==> src/verilog/axi_pkg.sv <==
`default_nettype none

package axi_pkg;

   localparam int ADDR_W = 32;  // Byte address
   localparam int DATA_W = 64;  // One bus beat
   localparam int STRB_W = 8;   // One strobe bit per data byte

   typedef enum logic [1:0] {
      RESP_OKAY   = 2'b00,
      RESP_SLVERR = 2'b10
   } axi_resp_e;

   // FIXED and WRAP are accepted on the bus but the SRAM walks every burst as INCR
   typedef enum logic [1:0] {
      BURST_FIXED = 2'b00,
      BURST_INCR  = 2'b01,
      BURST_WRAP  = 2'b10
   } axi_burst_e;

   typedef enum logic {
      LSU_LOAD  = 1'b0,
      LSU_STORE = 1'b1
   } lsu_op_e;

   // Owner of the shared read channels
   typedef enum logic [1:0] {
      ARB_IDLE = 2'b00,
      ARB_IFU  = 2'b01,
      ARB_LSU  = 2'b10
   } arb_state_e;

   // Address request, shared by AR and AW
   typedef struct packed {
      logic [ADDR_W-1:0] addr;
      logic [7:0]        len;    // Beats minus one
      logic [2:0]        size;   // Log2 of bytes per beat
      axi_burst_e        burst;
   } axi_ar_t;

   typedef struct packed {
      logic [DATA_W-1:0] data;
      axi_resp_e         resp;
      logic              last;
   } axi_r_t;

   typedef struct packed {
      logic [DATA_W-1:0] data;
      logic [STRB_W-1:0] strb;
      logic              last;
   } axi_w_t;

   typedef struct packed {
      axi_resp_e resp;
   } axi_b_t;

endpackage

`default_nettype wire

==> src/verilog/ifu_fetch.sv <==
`timescale 1ns/1ps
`default_nettype none

module ifu_fetch #(
   parameter int FETCH_BEATS = 4
) (
   input  wire                         clk,
   input  wire                         rst,
   input  wire                         fetch_req,
   input  wire [axi_pkg::ADDR_W-1:0]   fetch_addr,
   output logic                        fetch_busy,
   output logic                        fetch_valid,
   output logic [axi_pkg::DATA_W-1:0]  fetch_data,
   output axi_pkg::axi_resp_e          fetch_resp,
   output logic                        fetch_last,
   output axi_pkg::axi_ar_t            ifu_ar,
   output logic                        ifu_arvalid,
   input  wire                         ifu_arready,
   input  wire axi_pkg::axi_r_t        ifu_r,
   input  wire                         ifu_rvalid,
   output logic                        ifu_rready
);
   import axi_pkg::*;

   localparam int                LINE_BYTES = FETCH_BEATS * STRB_W;
   localparam logic [ADDR_W-1:0] LINE_MASK  = ADDR_W'(LINE_BYTES - 1);

   logic              start;      // Request accepted this cycle
   logic [ADDR_W-1:0] line_addr;  // Start of the line being fetched

   assign start = fetch_req && !fetch_busy;

   always_ff @(posedge clk) begin
      if (rst) begin
         fetch_busy  <= 1'b0;
         ifu_arvalid <= 1'b0;
      end else if (start) begin
         fetch_busy  <= 1'b1;
         ifu_arvalid <= 1'b1;  // Address goes out one cycle after the pulse
      end else begin
         if (ifu_arvalid && ifu_arready) begin
            ifu_arvalid <= 1'b0;
         end
         if (ifu_rvalid && ifu_rready && ifu_r.last) begin
            fetch_busy <= 1'b0;  // Free again the cycle after the last beat
         end
      end
   end

   always_ff @(posedge clk) begin
      if (start) begin
         line_addr <= fetch_addr & ~LINE_MASK;
      end
   end

   // One INCR burst covers the whole line, eight bytes per beat
   assign ifu_ar = '{addr: line_addr, len: 8'(FETCH_BEATS - 1), size: 3'd3, burst: BURST_INCR};

   // Beats stream straight out with no buffering
   assign ifu_rready  = 1'b1;
   assign fetch_valid = ifu_rvalid;
   assign fetch_data  = ifu_r.data;
   assign fetch_resp  = ifu_r.resp;
   assign fetch_last  = ifu_rvalid && ifu_r.last;

endmodule

`default_nettype wire

==> config.mk <==
export PLATFORM = sky130hd
export DESIGN_NAME = ifu_fetch
export DESIGN_NICKNAME = d
export VERILOG_FILES = /design/src/verilog/axi_pkg.sv /design/src/verilog/ifu_fetch.sv
export SDC_FILE = /design/constraint.sdc
export NUM_CORES = 1
export LEC_CHECK = 0
export BUFFER_PORTS_ARGS = -buffer_cell sky130_fd_sc_hd__buf_2
export CAP_MARGIN = 0
export CORE_AREA = 4 4 84 86
export DETAILED_ROUTE_END_ITERATION = 6
export DIE_AREA = 0 0 88 90
export GPL_TIMING_DRIVEN = 0
export PLACE_DENSITY = 0.66
export SETUP_SLACK_MARGIN = 0.1
export SLEW_MARGIN = 20
export SYNTH_ARGS = -nofsm -noshare
export SYNTH_HDL_FRONTEND = slang
export SYNTH_SLANG_ARGS = --single-unit
==> constraint.sdc <==
create_clock -name clk -period 2.99 [get_ports clk]
set_input_delay 0.598 -clock clk [delete_from_list [all_inputs] [get_ports clk]]
set_output_delay 0.598 -clock clk [all_outputs]
set_load 0.02 [all_outputs]
# [Word level (Yosys, flattened, before mapping)]
# Cells that the tools add are included.
[classes] reduce_logical=6 muxes=4
[ops] op="1-bit 2-to-1 mux" count=4
[ops] op="2-bit nonzero test" count=2
[ops] op="1-bit logical AND" count=3
[ops] op="1-bit zero test" count=1
[word_totals] reg_bits=29

# [Longest topological paths before layout]
[logic_depth] ltp_word=3 mapped_depth=2

# [Worst setup path before layout]
# OpenSTA, ideal clock, no wires.
[synth_timing] kind="input to register" from="input port fetch_req" to="register line_addr[10] (enable)" setup_slack_ps=711 t_arrival_ps=1863 path_buffers=0 t_required_ps=2575 cell_stages=1 cell_sequence="nor2b_1"
[synth_between] elab_chain_len=1
[synth_rtl] item="from (decl)" line_no="ifu_fetch.sv:9" rtl="input wire fetch_req,"
[synth_rtl] item="1-bit logical AND" line_no="ifu_fetch.sv:31" rtl="assign start = fetch_req && !fetch_busy;"
[synth_rtl] item="to (signal assigned)" line_no="ifu_fetch.sv:52" rtl="line_addr <= fetch_addr & ~LINE_MASK;"
[synth_rtl] item="to (decl)" line_no="ifu_fetch.sv:29" rtl="logic [ADDR_W-1:0] line_addr;"
# No other way between the ends.
# A chain may end at the register's enable or synchronous reset.

# [Worst setup path in the final report]
[layout_timing] from="input port ifu_rvalid" to="output port fetch_last"
[layout_between] elab_chain_len=1
[layout_rtl] item="from (decl)" line_no="ifu_fetch.sv:20" rtl="input wire ifu_rvalid,"
[layout_rtl] item="1-bit logical AND" line_no="ifu_fetch.sv:64" rtl="assign fetch_last = ifu_rvalid && ifu_r.last;"
[layout_rtl] item="to (decl)" line_no="ifu_fetch.sv:15" rtl="output logic fetch_last,"
# No other way between the ends.

==> key figures <==
Outcome
  – Status: finished clean

Worst setup path
  – Worst setup path class: in -> out
  – Number of buffers and inverters on the critical path: 2
  – Data required time of the critical path: 2.39 ns
  – Delay contributed by the slowest stage of the critical path: 0.15 ns
  – Kind of end point of the critical path: output port
  – Cell repeated most along the worst path: sky130_fd_sc_hd__buf_2
  – Count of cells along the worst register-to-register path: 1
  – Crit. Startpoint: ifu_rvalid
  – Destination of the worst register-to-register timing path: line_addr[20]
  – Worst path cell trace: buf_2, and2_4, buf_2
  – Setup crit start kind: input port
  – Timing endpoint of the critical path: fetch_last
  – Cell family with the largest share of critical-path delay: buffers and inverters
  – Critical-path maximum fanout: 2
  – Critical path depth: 3
  – Worst reg2reg startpoint: fetch_busy
  – Flop2flop setup slack: 1.65 ns
  – Critical-path top delay cell: sky130_fd_sc_hd__and2_4
  – Worst endpoint data arrival time: 1.00 ns

Route
  – Per-cell via count in the routed design: 3.45
  – Starting DRT DRC Count: 8
  – Detailed route wirelength on metal3: 651 um
  – Total wirelength of the detailed-routed design: 4050 um
  – Total number of vias: 1222
  – 1st-pass router iterations: 2
  – Routed wire length on met2: 2080 um
  – Count of antenna-violating nets left after detailed routing: 0
  – Final routed wire length divided by cell count: 11.4 um
  – Topmost layer with routed signal wires: met4
  – Post-route DRC violation count: 0
  – DRT met1 WL: 1240 um

Timing
  – Sum Neg Setup Slack: 0 ns
  – # setup viols final: 0
  – Clock skew after layout: 0.00205 ns
  – Max_slew headroom: 50.9%
  – Max-slew violation count: 0
  – RSZ-0062 raised after global routing: no
  – Number of hold-slack violations in the final timing report: 0
  – Final worst-path cycle share: 53.5%
  – Final worst path period need: 1.60 ns
  – Upper clock frequency limit: 626 MHz
  – Slew of the pin with the lowest slew margin: 0.735 ns
  – Worst hold slack: 0.495 ns

Pwr
  – VDD IR max: 0.338 mV
  – Cell Pwr Density: 439 nW/um2
  – Leakage power figure: 1.33 nW

Clock network
  – Root buffer selected by CTS: sky130_fd_sc_hd__clkbuf_8
  – Post-cts gate resize count: 0
  – Clock latency at the later pin of the worst-skew pair: 0.27 ns
  – Total clock buffers created by CTS: 5
  – Hold bufs inserted after CTS: 0
  – Total clock sinks: 29
  – Maximum number of buffers from clock root to sink: 2
  – Clock transition at path regs: 0.06 ns
  – Setup bufs post-CTS: 0
  – Level count of the clock H-tree: 2
  – Clock tree from TritonCTS: built

Cells and area
  – Most frequent cells in the layout: sky130_fd_sc_hd__buf_2, sky130_fd_sc_hd__buf_4, sky130_fd_sc_hd__edfxtp_1
  – Area growth, synth to finish: 57.9%
  – Nets: 380
  – Diode count: 0
  – Fraction of final layout cells sized beyond drive strength 1: 81.2%
  – Combined area of the multi-input logic cells: 121 um2
  – Seq. cell area: 851 um2
  – Area of all placed cells without fillers: 2440 um2
  – Most common cell after layout, fill and taps aside: sky130_fd_sc_hd__buf_2
  – Final-layout fill cell count: 623

GRT
  – Largest net degree at the start of global routing: 29
  – Total overflow reported by the global router: 0
  – Overall fraction of global-route tracks in use: 8.97%
  – Vias in the first global route: 1257
  – First-pass GRT wire length: 5620 um
  – Initial antenna violation count: 0

Flow run
  – Max cap viols: 0

Die
  – Width of the die: 88 um
  – Die area: 7920 um2
  – Die height: 90 um
  – Std cell rows: 29
  – Initial Utilization: 24.6%
  – Std-Cell Core Area: 6280 um2
  – Ports placed on the boundary: 220

Place
  – Post-placement cell area: 2360 um2
  – Port Buffers: 129
  – GPL Wtd Cong: 0.687

Synthesis
  – Number of instances in the synthesized netlist: 123
  – Number of distinct library cells after synthesis: 9
  – Post-Syn Area: 1550 um2
  – Avg Inst Size Synth: 12.6 um2
  – Sequential area share after synthesis: 55.0%
  – Yosys warning total: 0
  – Total of flip-flops plus latches after synthesis: 29

Hold path
  – Worst Hold Class: in -> reg
logic make-up after synthesis:
| family | Yosys count | share of synthesized area (%) |
|---|---|---|
| compound gates | 2 | 1.13 |
| buf+inv | 86 | 41.7 |
| flops | 29 | 55.0 |
| other cells | 2 | 0.486 |
| simple gates | 4 | 1.62 |
cells in the mapped netlist:
cell type | number | area [um2]
sky130_fd_sc_hd__a211oi_1 | 1 | 7.51
sky130_fd_sc_hd__and2_4 | 1 | 8.76
sky130_fd_sc_hd__buf_4 | 86 | 646
sky130_fd_sc_hd__conb_1 | 2 | 7.51
sky130_fd_sc_hd__dfxtp_1 | 2 | 40.0
sky130_fd_sc_hd__edfxtp_1 | 27 | 811
sky130_fd_sc_hd__nor2_1 | 1 | 3.75
sky130_fd_sc_hd__nor2b_1 | 2 | 12.5
sky130_fd_sc_hd__o21ba_2 | 1 | 10.0
routing by layer:
metal	vias to the layer above	global-route usage [%]
met5	-	0
met4	0	4.60
met3	6	2.83
met2	119	16.2
met1	500	8.92
li1	597	-
where the power goes:
part / leakage [nW] / switching, mW / internal [mW]
logic: 1.01 / 0.166 / 0.136
clock network: 0.0450 / 0.131 / 0.161
registers: 0.274 / 0.00622 / 0.473
final cells by class:
class	instances	share of cell area, %
plain buffers	86	26.4
clock buffers	6	2.97
clock inverters	2	0.410
multi-input cells	25	4.97
flip-flops and latches	29	34.8
well taps	77	3.94
repair buffers	129	26.4
registers in the layout (all words and copies together), names as in the netlist:
name,count
line_addr,27
fetch_busy,1
ifu_arvalid,1
worst min path at each step:
| stage | startpoint | to | cells after the start |
|---|---|---|---|
| final | rst | fetch_busy | 2 |
| after global routing | rst | fetch_busy | 2 |
| after CTS | rst | fetch_busy | 2 |
| after detailed placement | fetch_busy | fetch_busy | 1 |
| after global placement | fetch_busy | fetch_busy | 1 |
| after floorplan | fetch_busy | fetch_busy | 2 |
per-stage QoR:
stage / utilization (%) / power, mW / worst slack (ns) / cells
2_1_floorplan: - / 0.702 / 0.711 / 140
3_3_place_gp: 37.5 / 0.788 / 0.160 / 346
3_5_place_dp: 37.6 / 0.792 / 1.27 / 346
4_1_cts: 38.9 / 1.09 / 1.39 / 354
5_1_grt: 38.9 / 1.13 / 1.38 / 354
6_report: 38.9 / 1.07 / 1.39 / 354
(Power assumes the default switching activity.)
