File: src/verilog/axi_pkg.sv
`default_nettype none

package axi_pkg;

   localparam int ADDR_W = 32;  // Byte address
   localparam int DATA_W = 64;  // One bus beat
   localparam int STRB_W = 8;   // One strobe bit per data byte

   typedef enum logic [1:0] {
      RESP_OKAY   = 2'b00,
      RESP_SLVERR = 2'b10
   } axi_resp_e;

   // FIXED and WRAP are accepted on the bus but the SRAM walks every burst as INCR
   typedef enum logic [1:0] {
      BURST_FIXED = 2'b00,
      BURST_INCR  = 2'b01,
      BURST_WRAP  = 2'b10
   } axi_burst_e;

   typedef enum logic {
      LSU_LOAD  = 1'b0,
      LSU_STORE = 1'b1
   } lsu_op_e;

   // Owner of the shared read channels
   typedef enum logic [1:0] {
      ARB_IDLE = 2'b00,
      ARB_IFU  = 2'b01,
      ARB_LSU  = 2'b10
   } arb_state_e;

   // Address request, shared by AR and AW
   typedef struct packed {
      logic [ADDR_W-1:0] addr;
      logic [7:0]        len;    // Beats minus one
      logic [2:0]        size;   // Log2 of bytes per beat
      axi_burst_e        burst;
   } axi_ar_t;

   typedef struct packed {
      logic [DATA_W-1:0] data;
      axi_resp_e         resp;
      logic              last;
   } axi_r_t;

   typedef struct packed {
      logic [DATA_W-1:0] data;
      logic [STRB_W-1:0] strb;
      logic              last;
   } axi_w_t;

   typedef struct packed {
      axi_resp_e resp;
   } axi_b_t;

endpackage

`default_nettype wire

File: src/verilog/axi_arbiter.sv
`timescale 1ns/1ps
`default_nettype none

module axi_arbiter (
   input  wire                   clk,
   input  wire                   rst,
   // Fetch unit, read only
   input  wire axi_pkg::axi_ar_t ifu_ar,
   input  wire                   ifu_arvalid,
   output logic                  ifu_arready,
   output axi_pkg::axi_r_t       ifu_r,
   output logic                  ifu_rvalid,
   input  wire                   ifu_rready,
   // Load/store unit
   input  wire axi_pkg::axi_ar_t lsu_ar,
   input  wire                   lsu_arvalid,
   output logic                  lsu_arready,
   output axi_pkg::axi_r_t       lsu_r,
   output logic                  lsu_rvalid,
   input  wire                   lsu_rready,
   input  wire axi_pkg::axi_ar_t lsu_aw,
   input  wire                   lsu_awvalid,
   output logic                  lsu_awready,
   input  wire axi_pkg::axi_w_t  lsu_w,
   input  wire                   lsu_wvalid,
   output logic                  lsu_wready,
   output axi_pkg::axi_b_t       lsu_b,
   output logic                  lsu_bvalid,
   input  wire                   lsu_bready,
   // Shared bus towards the SRAM
   output axi_pkg::axi_ar_t      bus_ar,
   output logic                  bus_arvalid,
   input  wire                   bus_arready,
   input  wire axi_pkg::axi_r_t  bus_r,
   input  wire                   bus_rvalid,
   output logic                  bus_rready,
   output axi_pkg::axi_ar_t      bus_aw,
   output logic                  bus_awvalid,
   input  wire                   bus_awready,
   output axi_pkg::axi_w_t       bus_w,
   output logic                  bus_wvalid,
   input  wire                   bus_wready,
   input  wire axi_pkg::axi_b_t  bus_b,
   input  wire                   bus_bvalid,
   output logic                  bus_bready
);
   import axi_pkg::*;

   arb_state_e state_q;
   arb_state_e state_d;
   logic       idle;     // No read burst in flight
   logic       ar_hs;    // Request taken by the SRAM this cycle
   logic       r_done;   // Final beat of the burst taken this cycle

   assign idle   = (state_q == ARB_IDLE);
   assign ar_hs  = bus_arvalid && bus_arready;
   assign r_done = bus_rvalid && bus_rready && bus_r.last;

   // The grant is fixed at the address handshake and held through the last beat
   always_comb begin
      state_d = state_q;
      case (state_q)
         ARB_IDLE: begin
            if (ar_hs) begin
               state_d = ifu_arvalid ? ARB_IFU : ARB_LSU;  // Fetch wins a tie
            end
         end
         ARB_IFU, ARB_LSU: begin
            if (r_done) begin
               state_d = ARB_IDLE;
            end
         end
         default: state_d = ARB_IDLE;
      endcase
   end

   always_ff @(posedge clk) begin
      if (rst) begin
         state_q <= ARB_IDLE;
      end else begin
         state_q <= state_d;
      end
   end

   // Only one request is offered at a time, and none while a burst is open
   assign bus_arvalid = idle && (ifu_arvalid || lsu_arvalid);
   assign bus_ar      = ifu_arvalid ? ifu_ar : lsu_ar;
   assign ifu_arready = idle && ifu_arvalid && bus_arready;
   assign lsu_arready = idle && !ifu_arvalid && bus_arready;  // Stalled behind fetch

   // Read data goes to the owner of the grant, the other side sees nothing
   assign ifu_rvalid = (state_q == ARB_IFU) && bus_rvalid;
   assign ifu_r      = (state_q == ARB_IFU) ? bus_r : '0;
   assign lsu_rvalid = (state_q == ARB_LSU) && bus_rvalid;
   assign lsu_r      = (state_q == ARB_LSU) ? bus_r : '0;

   always_comb begin
      case (state_q)
         ARB_IFU: bus_rready = ifu_rready;
         ARB_LSU: bus_rready = lsu_rready;
         default: bus_rready = 1'b0;
      endcase
   end

   // Writes only come from the load/store unit and need no arbitration
   assign bus_aw      = lsu_aw;
   assign bus_awvalid = lsu_awvalid;
   assign lsu_awready = bus_awready;
   assign bus_w       = lsu_w;
   assign bus_wvalid  = lsu_wvalid;
   assign lsu_wready  = bus_wready;
   assign lsu_b       = bus_b;
   assign lsu_bvalid  = bus_bvalid;
   assign bus_bready  = lsu_bready;

endmodule

`default_nettype wire

File: config.mk
export PLATFORM = sky130hd
export DESIGN_NAME = axi_arbiter
export DESIGN_NICKNAME = d
export VERILOG_FILES = /design/src/verilog/axi_pkg.sv /design/src/verilog/axi_arbiter.sv
export SDC_FILE = /design/constraint.sdc
export NUM_CORES = 1
export LEC_CHECK = 0
export BUFFER_PORTS_ARGS = -buffer_cell sky130_fd_sc_hd__buf_2
export CAP_MARGIN = 5
export CORE_AREA = 3 3 232 234
export CTS_CLUSTER_SIZE = 12
export DETAILED_ROUTE_END_ITERATION = 16
export DIE_AREA = 0 0 235 237
export PLACE_DENSITY = 0.33
export SLEW_MARGIN = 20
export SYNTH_ARGS = -nofsm -noshare
export SYNTH_HDL_FRONTEND = slang
export SYNTH_SLANG_ARGS = --single-unit
File: constraint.sdc
create_clock -name clk -period 1.9 [get_ports clk]
set_input_delay 0.38 -clock clk [delete_from_list [all_inputs] [get_ports clk]]
set_output_delay 0.38 -clock clk [all_outputs]
set_load 0.01 [all_outputs]
[Word level (Yosys, flattened, before mapping)]
Index checks and enable logic that the tools add are counted.
Word-level totals
  register bits after elaboration: 2
  input port bits: 291
  output and inout port bits: 311
  logic and storage cells: 28
Operators by class
  equal/unequal tests: 4
  mux-type cells: 8
  reduce and logical (&&, ||, !) cells: 15
Operators with widths (number)
  67-bit 2-to-1 mux: 2
  45-bit 2-to-1 mux: 1
  1-bit logical AND: 10
  2-bit 2-to-1 mux: 3
  2-bit case mux with 2 select lines: 1
  2-bit by 1-bit equality test with 1-bit output (second input constant): 1
  2-bit equality test (second input constant): 1
  2-bit zero test: 1
  2-bit by 1-bit != test with 1-bit output (second input constant): 1
  2-bit != test (second input constant): 1
  1-bit case mux with 2 select lines: 1
  2-bit AND reduction: 1
  2-bit OR reduction: 1
  1-bit zero test: 1
  1-bit logical OR: 1

[Longest topological paths before layout]
  word-level depth: 6
  depth in mapped cells: 6
  mapped depth without buffers: 6

[Worst setup path before layout]
OpenSTA, ideal clock, no wires.
  path type: register to output
  from: register state_q[0]
  to: output port lsu_r[46] (netlist bit)
  data arrival time: 1.113 ns
  required time: 1.520 ns
  setup slack: 0.407 ns
  cell stages (with the launch flop): 6
  buffers on the path: 2
  cells stage by stage: dfxtp_1 inv_1 ha_1 buf_2 clkbuf_2 and2_1
RTL lines
  start: declaration: RTL line axi_arbiter.sv:49  | arb_state_e state_q;
  start signal: assignment: RTL line axi_arbiter.sv:81  | state_q <= state_d;
  end: declaration: RTL line axi_arbiter.sv:18  | output axi_pkg::axi_r_t lsu_r,

==> results.md <==
* Setup Crit Path Kind: reg -> out
* Share of layout cells above drive strength 1 at slightly above 70%
* Initial antenna violation count at 0
* Ports at ~600
* Max FFs per register at 2
* CTS Sinks at 2
* DRT antenna net count at 0
* Wire length per cell at around 11 um
* Pwr Density at approximately 270 mW/mm2
* Reg clk slew, reported paths at 30 ps
* CP max stage cell: dfxtp_1
* Cell area after synthesis at 0.00267 mm2
* Simple-gate area share of the yosys netlist at around a third
* DIE AREA at around 0.056 mm2
* Largest stage delay on the critical path at 320 ps
* Crit share post-route at around 96%
* Tightest Pin Transition at between 300 and 400 ps
* Worst vdd ir at about 220 uV
* Iteration-0 DRC Markers at between 40 and 50
* Leakage at approximately 2.4 nW
* Mux cell area share after synthesis at between 20% and 30%
* Cells on Worst Hold Path at 2
* CTS tree: done
* CP Max Fanout at 36
* Worst hold slack at 417 ps
* # DRC at 0
* Die height at 237 um
* Status: finished clean
* Clk Latency, worst-skew pair at between 200 and 250 ps
* Count of pins over their slew limit at 0
* Most flops, register: state_q
* RSZ-0062 raised after global routing: true
* First-pass GRT wire length at around 19 mm
* Htree depth at 1
* Final wirelength at approximately 14 mm
* Multi-input gate area at approximately 0.0016 mm2
* Final Hold Viols at 0
* Sequential element share of the synthesized area at under 10%
* Gpl congestion at 0.744
* Gr usage total at roughly 4.6%
* ANT cells at 0
* Total CTS buffers at 3
* Filler cell count at approximately 6100
* Crit path time final at 1830 ps
* Finished layout cell area at approximately 0.0044 mm2
* CP Cell Sequence: inv_1 -> ha_2 -> buf_12 -> and2_1 -> buf_2
* Max cap viols at 0
* Reg2Reg Depth at 8
* Vias per cell at 2.39
* Area grow syn2layout at 65.3%
* Syn. warnings at 0
* XOR/XNOR Fraction of Synth Area at 0%
* Core box area at approximately 0.052 mm2
* Synth cell types at 23
* Area after DPL at approximately 0.0043 mm2
* IO Port Bufs at 349
* Hold buffers post-CTS at 0
* Post-synth net total at between 600 and 700
* Number of endpoints failing setup at the final stage at 0
* Adder-cell share of the synthesized area at under 10%
* Via count at between 2000 and 3000
* # rows at 84
* Fin Clk Skew at between 3 and 4 ps
* Fmax at 0.546 GHz
* Register area at between 40 and 50 um2
* Vias in the first global route at just under 3000
* Worst endpoint required time at ~1500 ps
* Syn_area_per_cell at approximately 7.6 um2
* Largest regs: state_q x2
* Total congestion overflow at 0
* CP Capture Type: output pin
* WP data arrival at between 1000 and 1500 ps
* Main combinational cell family by area after synthesis: buffers and inverters
* Worst hold path type: in -> reg
* Synth Area in Compound Gates at 2.44%
* Fin util at 8.44%
* Number of synthesized register bits at 2
* Dpl hpwl at approximately 13 mm
* Largest net degree at the start of global routing at 50
* Final net count at 861
* Clock root cell: clkbuf_16
* Slew margin rel. at about three quarters
* Initial Utilization at under 10%
* Cells after Synth at 350
* CP Launch Type: flip-flop
* 1st-pass router iterations at 4
* Clk buf depth at 2
* DIE WIDTH at 235 um
[power breakdown]
part | switching, mW | total [mW] | internal, mW
Clock | 0.0477 | 0.315 | 0.268
Combinational | 0.390 | 0.811 | 0.421
Sequential | 0.00280 | 0.0481 | 0.0453
[cell usage in the layout (no fill, tap or decap), types with 2 or more instances in the layout]
cell | Yosys | layout
and2_1 | 137 | 137
buf_12 | 0 | 3
buf_2 | 5 | 349
buf_4 | 126 | 3
buf_6 | 3 | 2
clkbuf_16 | 0 | 3
dfxtp_1 | 2 | 2
ha_2 | 0 | 2
inv_1 | 2 | 2
mux2_2 | 26 | 26
mux2_4 | 19 | 19
nand2_1 | 3 | 3
o21a_1 | 2 | 2
o21ai_1 | 2 | 2
[area by class of cell]
type	count	share of cell area, %
Timing Repair Buffer	357	42.0
Multi-Input combinational cell	201	35.7
Tap cell	688	19.5
Clock buffer	3	1.70
Sequential cell	2	0.908
Inverter	2	0.170
[cells in the mapped netlist (all sizes together)]
cell type	count	area, um2
and3	1	6.26
nand2	3	11.3
buf	134	1000
nor2b	1	6.26
mux2	45	578
o21a	2	15.0
nor2	1	3.75
a22oi	1	12.5
nand3	1	5.00
ha	3	37.5
a21oi	2	13.8
clkbuf	11	46.3
dfxtp	2	40.0
o21ai	4	23.8
and2	137	857
inv	2	7.51
[through the flow]
| stage | total power [mW] | worst slack, ps | cells | setup TNS (ps) |
|---|---|---|---|---|
| 2_1_floorplan | 0.696 | 407 | 350 | 0 |
| 3_3_place_gp | 0.879 | 220 | 1250 | 0 |
| 3_5_place_dp | 0.877 | 205 | 1250 | 0 |
| 4_1_cts | 1.20 | 22.5 | 1253 | 0 |
| 5_1_grt | 1.27 | -31.5 | 1253 | -55.4 |
| 6_report | 1.17 | 66.9 | 1253 | 0 |
[critical path, delay by kind of cell (launching register included)]
kind | cells | cell delay, ps
adder cells (fa/ha/maj) | 1 | 250
buffers and inverters | 3 | 430
flip-flops | 1 | 320
AND/OR/NAND/NOR | 1 | 210
[final timing paths]
path	startpoint	to	slack, ps
min	rst	state_q[0]	420
max	state_q[1]	ifu_r[24]	70
max reg2reg	state_q[1]	state_q[1]	370
min reg2reg	state_q[0]	state_q[0]	510
[what timing repair did]
item / in CTS / in global routing
endpoints found under the setup margin: 0 / 64
setup buffers: 0 / 0
gates resized for setup: 0 / 2
[routing by layer]
metal,vias up,part of all wire [%],track usage [%]
li1,1404,-,-
met1,1255,36,4.87
met2,304,46,7.32
met3,34,14,2.88
met4,0,3.8,1.65
met5,-,0,0
[kinds of logic after synthesis]
family,count (synthesis)
and+or+nand+nor,144
muxes,45
AOI/OAI and AO/OA,9
DFF,2
adders and majority gates,3
buffers and inverters,147
No activity file was read; power rests on OpenSTA's default activity.
