===== config.mk =====
export PLATFORM = sky130hd
export DESIGN_NAME = lsu_axi
export DESIGN_NICKNAME = d
export VERILOG_FILES = /design/src/verilog/axi_pkg.sv /design/src/verilog/lsu_axi.sv
export SDC_FILE = /design/constraint.sdc
export NUM_CORES = 1
export LEC_CHECK = 0
export BUFFER_PORTS_ARGS = -buffer_cell sky130_fd_sc_hd__buf_2
export CAP_MARGIN = 20
export CELL_PAD_IN_SITES_DETAIL_PLACEMENT = 1
export CELL_PAD_IN_SITES_GLOBAL_PLACEMENT = 2
export CORE_AREA = 2 2 160 162
export CTS_BUF_LIST = sky130_fd_sc_hd__clkbuf_8
export DETAILED_ROUTE_END_ITERATION = 6
export DIE_AREA = 0 0 162 164
export PLACE_DENSITY = 0.73
export SLEW_MARGIN = 30
export SYNTH_ARGS = -nofsm -noshare
export SYNTH_HDL_FRONTEND = slang
export SYNTH_SLANG_ARGS = --single-unit
export TNS_END_PERCENT = 100

===== constraint.sdc =====
create_clock -name clk -period 7.8 [get_ports clk]
set_input_delay 1.17 -clock clk [delete_from_list [all_inputs] [get_ports clk]]
set_output_delay 1.17 -clock clk [all_outputs]
set_load 0.05 [all_outputs]

===== src/verilog/axi_pkg.sv =====
`default_nettype none

package axi_pkg;

   localparam int ADDR_W = 32;  // Byte address
   localparam int DATA_W = 64;  // One bus beat
   localparam int STRB_W = 8;   // One strobe bit per data byte

   typedef enum logic [1:0] {
      RESP_OKAY   = 2'b00,
      RESP_SLVERR = 2'b10
   } axi_resp_e;

   // FIXED and WRAP are accepted on the bus but the SRAM walks every burst as INCR
   typedef enum logic [1:0] {
      BURST_FIXED = 2'b00,
      BURST_INCR  = 2'b01,
      BURST_WRAP  = 2'b10
   } axi_burst_e;

   typedef enum logic {
      LSU_LOAD  = 1'b0,
      LSU_STORE = 1'b1
   } lsu_op_e;

   // Owner of the shared read channels
   typedef enum logic [1:0] {
      ARB_IDLE = 2'b00,
      ARB_IFU  = 2'b01,
      ARB_LSU  = 2'b10
   } arb_state_e;

   // Address request, shared by AR and AW
   typedef struct packed {
      logic [ADDR_W-1:0] addr;
      logic [7:0]        len;    // Beats minus one
      logic [2:0]        size;   // Log2 of bytes per beat
      axi_burst_e        burst;
   } axi_ar_t;

   typedef struct packed {
      logic [DATA_W-1:0] data;
      axi_resp_e         resp;
      logic              last;
   } axi_r_t;

   typedef struct packed {
      logic [DATA_W-1:0] data;
      logic [STRB_W-1:0] strb;
      logic              last;
   } axi_w_t;

   typedef struct packed {
      axi_resp_e resp;
   } axi_b_t;

endpackage

`default_nettype wire


===== src/verilog/lsu_axi.sv =====
`timescale 1ns/1ps
`default_nettype none

module lsu_axi (
   input  wire                         clk,
   input  wire                         rst,
   input  wire                         lsu_req,
   input  wire axi_pkg::lsu_op_e       lsu_op,
   input  wire [axi_pkg::ADDR_W-1:0]   lsu_addr,
   input  wire [axi_pkg::DATA_W-1:0]   lsu_wdata,
   input  wire [axi_pkg::STRB_W-1:0]   lsu_wstrb,
   output logic                        lsu_busy,
   output logic                        lsu_done,
   output logic [axi_pkg::DATA_W-1:0]  lsu_rdata,
   output axi_pkg::axi_resp_e          lsu_resp,
   output axi_pkg::axi_ar_t            lsu_ar,
   output logic                        lsu_arvalid,
   input  wire                         lsu_arready,
   input  wire axi_pkg::axi_r_t        lsu_r,
   input  wire                         lsu_rvalid,
   output logic                        lsu_rready,
   output axi_pkg::axi_ar_t            lsu_aw,
   output logic                        lsu_awvalid,
   input  wire                         lsu_awready,
   output axi_pkg::axi_w_t             lsu_w,
   output logic                        lsu_wvalid,
   input  wire                         lsu_wready,
   input  wire axi_pkg::axi_b_t        lsu_b,
   input  wire                         lsu_bvalid,
   output logic                        lsu_bready
);
   import axi_pkg::*;

   typedef enum logic [1:0] {
      ST_IDLE,
      ST_ADDR,  // Address (and store data) offered
      ST_DATA,  // Load waits for its R beat
      ST_RESP   // Store waits for its B response
   } lsu_state_e;

   lsu_state_e        state;
   logic [ADDR_W-1:0] addr_q;
   logic [DATA_W-1:0] wdata_q;
   logic [STRB_W-1:0] wstrb_q;
   logic              aw_left;  // AW still pending after this cycle
   logic              w_left;   // W still pending after this cycle
   logic              r_hs;
   logic              b_hs;

   assign aw_left = lsu_awvalid && !lsu_awready;
   assign w_left  = lsu_wvalid && !lsu_wready;
   assign r_hs    = lsu_rvalid && lsu_rready;
   assign b_hs    = lsu_bvalid && lsu_bready;

   always_ff @(posedge clk) begin
      if (rst) begin
         state       <= ST_IDLE;
         lsu_arvalid <= 1'b0;
         lsu_awvalid <= 1'b0;
         lsu_wvalid  <= 1'b0;
         lsu_done    <= 1'b0;
      end else begin
         lsu_done <= 1'b0;  // Single cycle pulse
         case (state)
            ST_IDLE: begin
               if (lsu_req) begin
                  state       <= ST_ADDR;
                  lsu_arvalid <= (lsu_op == LSU_LOAD);
                  lsu_awvalid <= (lsu_op == LSU_STORE);  // AW and W rise together
                  lsu_wvalid  <= (lsu_op == LSU_STORE);
               end
            end
            ST_ADDR: begin
               if (lsu_arvalid) begin
                  if (lsu_arready) begin
                     lsu_arvalid <= 1'b0;
                     state       <= ST_DATA;
                  end
               end else begin
                  // Each write channel lets go on its own handshake
                  lsu_awvalid <= aw_left;
                  lsu_wvalid  <= w_left;
                  if (!aw_left && !w_left) begin
                     state <= ST_RESP;
                  end
               end
            end
            ST_DATA: begin
               if (r_hs) begin
                  state    <= ST_IDLE;
                  lsu_done <= 1'b1;
               end
            end
            ST_RESP: begin
               if (b_hs) begin
                  state    <= ST_IDLE;
                  lsu_done <= 1'b1;
               end
            end
            default: state <= ST_IDLE;
         endcase
      end
   end

   // Request payload and results
   always_ff @(posedge clk) begin
      if (state == ST_IDLE && lsu_req) begin
         addr_q  <= lsu_addr;
         wdata_q <= lsu_wdata;
         wstrb_q <= lsu_wstrb;
      end
      if (r_hs) begin
         lsu_rdata <= lsu_r.data;
         lsu_resp  <= lsu_r.resp;
      end
      if (b_hs) begin
         lsu_resp <= lsu_b.resp;
      end
   end

   assign lsu_busy = (state != ST_IDLE);

   // Single beat of eight bytes, same request shape for load and store
   assign lsu_ar = '{addr: addr_q, len: 8'd0, size: 3'd3, burst: BURST_INCR};
   assign lsu_aw = lsu_ar;
   assign lsu_w  = '{data: wdata_q, strb: wstrb_q, last: 1'b1};

   assign lsu_rready = 1'b1;
   assign lsu_bready = 1'b1;

endmodule

`default_nettype wire


After elaboration in Yosys (flattened, before gate mapping) --
Index checks and enable logic that the tools add are counted.
Cells by class: equal/unequal tests 9, mux-type cells 21, bitwise operators 1, reduce and logical (&&, ||, !) cells 15
Operators by type and width (number):
- 2-bit two-way mux | 8
- 1-bit two-way mux | 8
- 2-bit != test (second input constant) | 4
- 1-bit case mux with 2 select lines | 4
- 2-bit case mux with 4 select lines | 1
- 3-bit != test (second input constant) | 2
- 2-bit nonzero test | 3
- 5-bit AND reduction | 1
- 2-bit == test (second input constant) | 2
- 1-bit logical AND | 4
- 1-bit logical NOT | 4
- 3-bit AND reduction | 1
- 2-bit by 1-bit == test with 1-bit output (second input constant) | 1
- 2-bit logical NOT | 1
- 2-bit AND reduction | 1
- 1-bit NOT | 1
Storage, ports and cells: bits in registers 176, output and inout bits 236, word-level logic and storage cells 56

Longest topological paths before layout --
depth after elaboration 7, depth in mapped cells 5, gate-level depth less buffers 4

Least setup slack after synthesis --
No wires, ideal clock.
kind input port to flip-flop, start in lsu_req, end reg lsu_arvalid, library setup time 0.112 ns, arrival 4.463 ns, data required time 7.688 ns, path slack 3.225 ns, stages 4, path buffers 0, cells stage by stage inv_1 -> nor2_2 -> mux2_4 -> nor2_2
Between the ends: longest elaborated chain between the ends 2
Ends and longest elaborated chain:
- start, declared | RTL line lsu_axi.sv:7 | input wire lsu_req,
- 2-bit != test (no source line)
- 2-bit AND reduction (no source line)
- end signal, assigned | RTL line lsu_axi.sv:68 | lsu_arvalid <= (lsu_op == LSU_LOAD);
- end, declared | RTL line lsu_axi.sv:17 | output logic lsu_arvalid,
No other way between the ends. A chain may end at the register's enable or synchronous reset.

Final worst setup path --
start in lsu_req, end reg wdata_q[18], enable pin
Between the ends: longest elaborated chain between the ends 1
Ends and longest elaborated chain:
- 1-bit logical AND | RTL line lsu_axi.sv:107 | if (state == ST_IDLE && lsu_req) begin
- end signal, assigned | RTL line lsu_axi.sv:109 | wdata_q <= lsu_wdata;
- end, declared | RTL line lsu_axi.sv:43 | logic [DATA_W-1:0] wdata_q;
No other way between the ends.

==> metrics.md <==
| Metric | Value |
|---|---|
| Routed WL | `between 15 and 20 mm` |
| Final hold slack | `just over 500 ps` |
| Outcome | `finished, final reports clean` |
| CP Capture Type | `flip-flop` |
| WL/cell | `between 15 and 20 um` |
| Min-Delay Path Class | `reg -> reg` |
| Register bit total from synthesis | `around 180` |
| Peak supply drop | `~94 uV` |
| Final Max Slew Viols | `0` |
| Number of remaining DRC errors | `0` |
| Synth Warn # | `0` |
| MaxCap Viol Count | `0` |
| Ys async rst share | `0%` |
| Synth-to-Final Area Change | `40.1%` |
| Top Layer Used | `met5` |
| CTS tree | `yes` |
| Vias in the first global route | `between 3000 and 4000` |
| Num rows | `58` |
| WL met1 | `~5.3 mm` |
| First-pass GRT wire length | `approximately 23 mm` |
| Actual slew at the worst max-slew pin | `between 800 and 900 ps` |
| F_max | `between 300 and 400 MHz` |
| Crit path kind | `in -> reg` |
| Mapped Cells | `279` |
| Final hold violation count | `0` |
| Via density | `3.73` |
| Share of cells above drive strength 1 | `about 65%` |
| Final #Nets | `835` |
| Top cells by area, synth | `edfxtp_1 85%, buf_4 7.7%, dfxtp_1 2.0%` |
| Final TNS setup | `0 ps` |
| Initial antenna violation count | `7` |
| Largest net degree at the start of global routing | `between 60 and 70` |
| Vias | `roughly 3700` |
| Met2 wire length | `about 9.4 mm` |
| Post-CTS Setup Repair Bufs | `0` |
| Leading cell types in the layout, fill and taps excluded | `387 x buf_2, 170 x edfxtp_1, 29 x conb_1` |
| 1st-iter DRT viols | `roughly 180` |
| Post-CTS sizing | `0` |
| Die ar. | `~0.027 mm^2` |
| Port bufs | `about 390` |
| Crit path max fanout | `54` |
| CTS Buf Count | `17` |
| Yosys cell types | `31` |
| Tcrit/Tclk final | `between 30% and 40%` |
| Worst Skew | `just over 10 ps` |
| Critical Path RT | `roughly 7900 ps` |
| Die Ht | `164 um` |
| Most common library cell in the layout ignoring fill and taps | `buf_2` |
| Leakage | `between 3 and 4 nW` |
| Clk slew on worst S/H paths | `between 100 and 150 ps` |
| Grt total ovfl | `0` |
| Syn_area_per_cell | `around 21 um^2` |
| Post-synth EDFFs | `170` |
| Clk root buf | `clkbuf_8` |
| Routability cong. | `between 0.7 and 0.8` |
| Post-synth top area cell | `edfxtp_1` |
| Core area | `roughly 0.025 mm^2` |
| Hold_buf cts | `0` |
| Synthesized area | `~0.0060 mm^2` |
| Starting density of the core | `between 20% and 30%` |
| Most used DFF post-synth | `edfxtp_1` |
| Antenna Nets Post-Route | `0` |
| Num Clock Sinks | `176` |
| Die W | `between 150 and 200 um` |
| Setup crit start kind | `input port` |
| Clk buf depth | `2` |
| Slew headroom | `between 40% and 50%` |
| Pwr per Cell Area | `288 mW/mm^2` |
| Final setup violating endpoints | `0` |
| GRT Total Usage | `between 10% and 20%` |
| Register area share after synthesis | `~87%` |
| Area share of the largest cell type after synthesis | `85.3%` |
| Met3 Routed Length | `1.67 mm` |
| I/O Pins | `around 420` |
| Clk_lat worst skew | `450 ps` |
| Fin crit period | `about 2600 ps` |
| Level count of the clock H-tree | `4` |
| RSZ-0062 raised after global routing | `false` |
| Detailed Place HPWL | `around 13 mm` |
| First-pass DRT Iterations | `4` |
| Data arrival, critical path | `approximately 2700 ps` |
[cells by family after synthesis]
group | count (synthesis) | share of synthesized area, %
other cells | 2 | 0.125
simple gates | 17 | 1.94
flops | 176 | 87.3
mux | 5 | 0.982
compound gates | 12 | 1.51
buf+inv | 67 | 8.15
[path summary, 6_finish.rpt]
check,cells past startpoint,slack [ps],to,startpoint
worst max-delay path,5,5150,wdata_q[18],lsu_req
worst min-delay path,2,510,lsu_awvalid,lsu_awvalid
worst max register to register,4,5360,wdata_q[18],state[1]
worst min register to register,2,510,lsu_awvalid,lsu_awvalid
[layout make-up]
class / count / area, um^2
antenna: 5 / 12.5
clock buffer: 17 / 234
clock inverter: 15 / 146
fill: 2728 / 16400
inverter: 5 / 18.8
multi-input combinational: 63 / 379
sequential: 176 / 5230
tap: 330 / 413
timing repair buffer: 390 / 1960
[stage by stage]
| step | worst slack (ps) | util [%] | area [um^2] | power (mW) | std cells |
|---|---|---|---|---|---|
| 2_1_floorplan | 3230 | - | 6090 | 1.70 | 306 |
| 3_3_place_gp | 4680 | 32.2 | 8000 | 1.83 | 964 |
| 3_5_place_dp | 4660 | 32.2 | 8000 | 1.84 | 964 |
| 4_1_cts | 5100 | 33.7 | 8380 | 2.47 | 996 |
| 5_1_grt | 5040 | 33.8 | 8390 | 2.53 | 1000 |
| 6_report | 5150 | 33.8 | 8390 | 2.42 | 1001 |
[report_power, final]
group / switching, mW / leakage, nW / internal, mW / total, mW
Combinational: 0.512 / 1.75 / 0.117 / 0.630
Clock: 0.372 / 0.184 / 0.236 / 0.608
Sequential: 0.0309 / 1.69 / 1.15 / 1.18
Total: 0.915 / 3.63 / 1.50 / 2.42
[flip-flops by register name, summed over array words and instances, names as in the netlist]
signal       flops
lsu_rdata       64
wdata_q         64
addr_q          32
wstrb_q          8
lsu_resp         2
state            2
lsu_arvalid      1
lsu_awvalid      1
lsu_done         1
lsu_wvalid       1
[Yosys cell counts, types with 2 or more instances]
cell type	count
mux2_2	2
a21oi_1	3
inv_1	5
edfxtp_1	170
dfxtp_1	6
nand2b_1	2
nor2b_1	2
nor2_2	2
nor2_1	3
conb_1	2
buf_4	61
o21ai_1	2
[per-layer routing]
layer / vias up / track usage, %
met1: 1780 / 11.0
met4: 2 / 5.35
met2: 230 / 22.6
li1: 1705 / -
met5: - / 0
met3: 16 / 5.20
[worst max-delay path, stage by stage]
cell and delay, ps:
buf_2 100, inv_1 80, nor2_4 100, buf_4 540
buf_4 660
(Power assumes the default switching activity.)
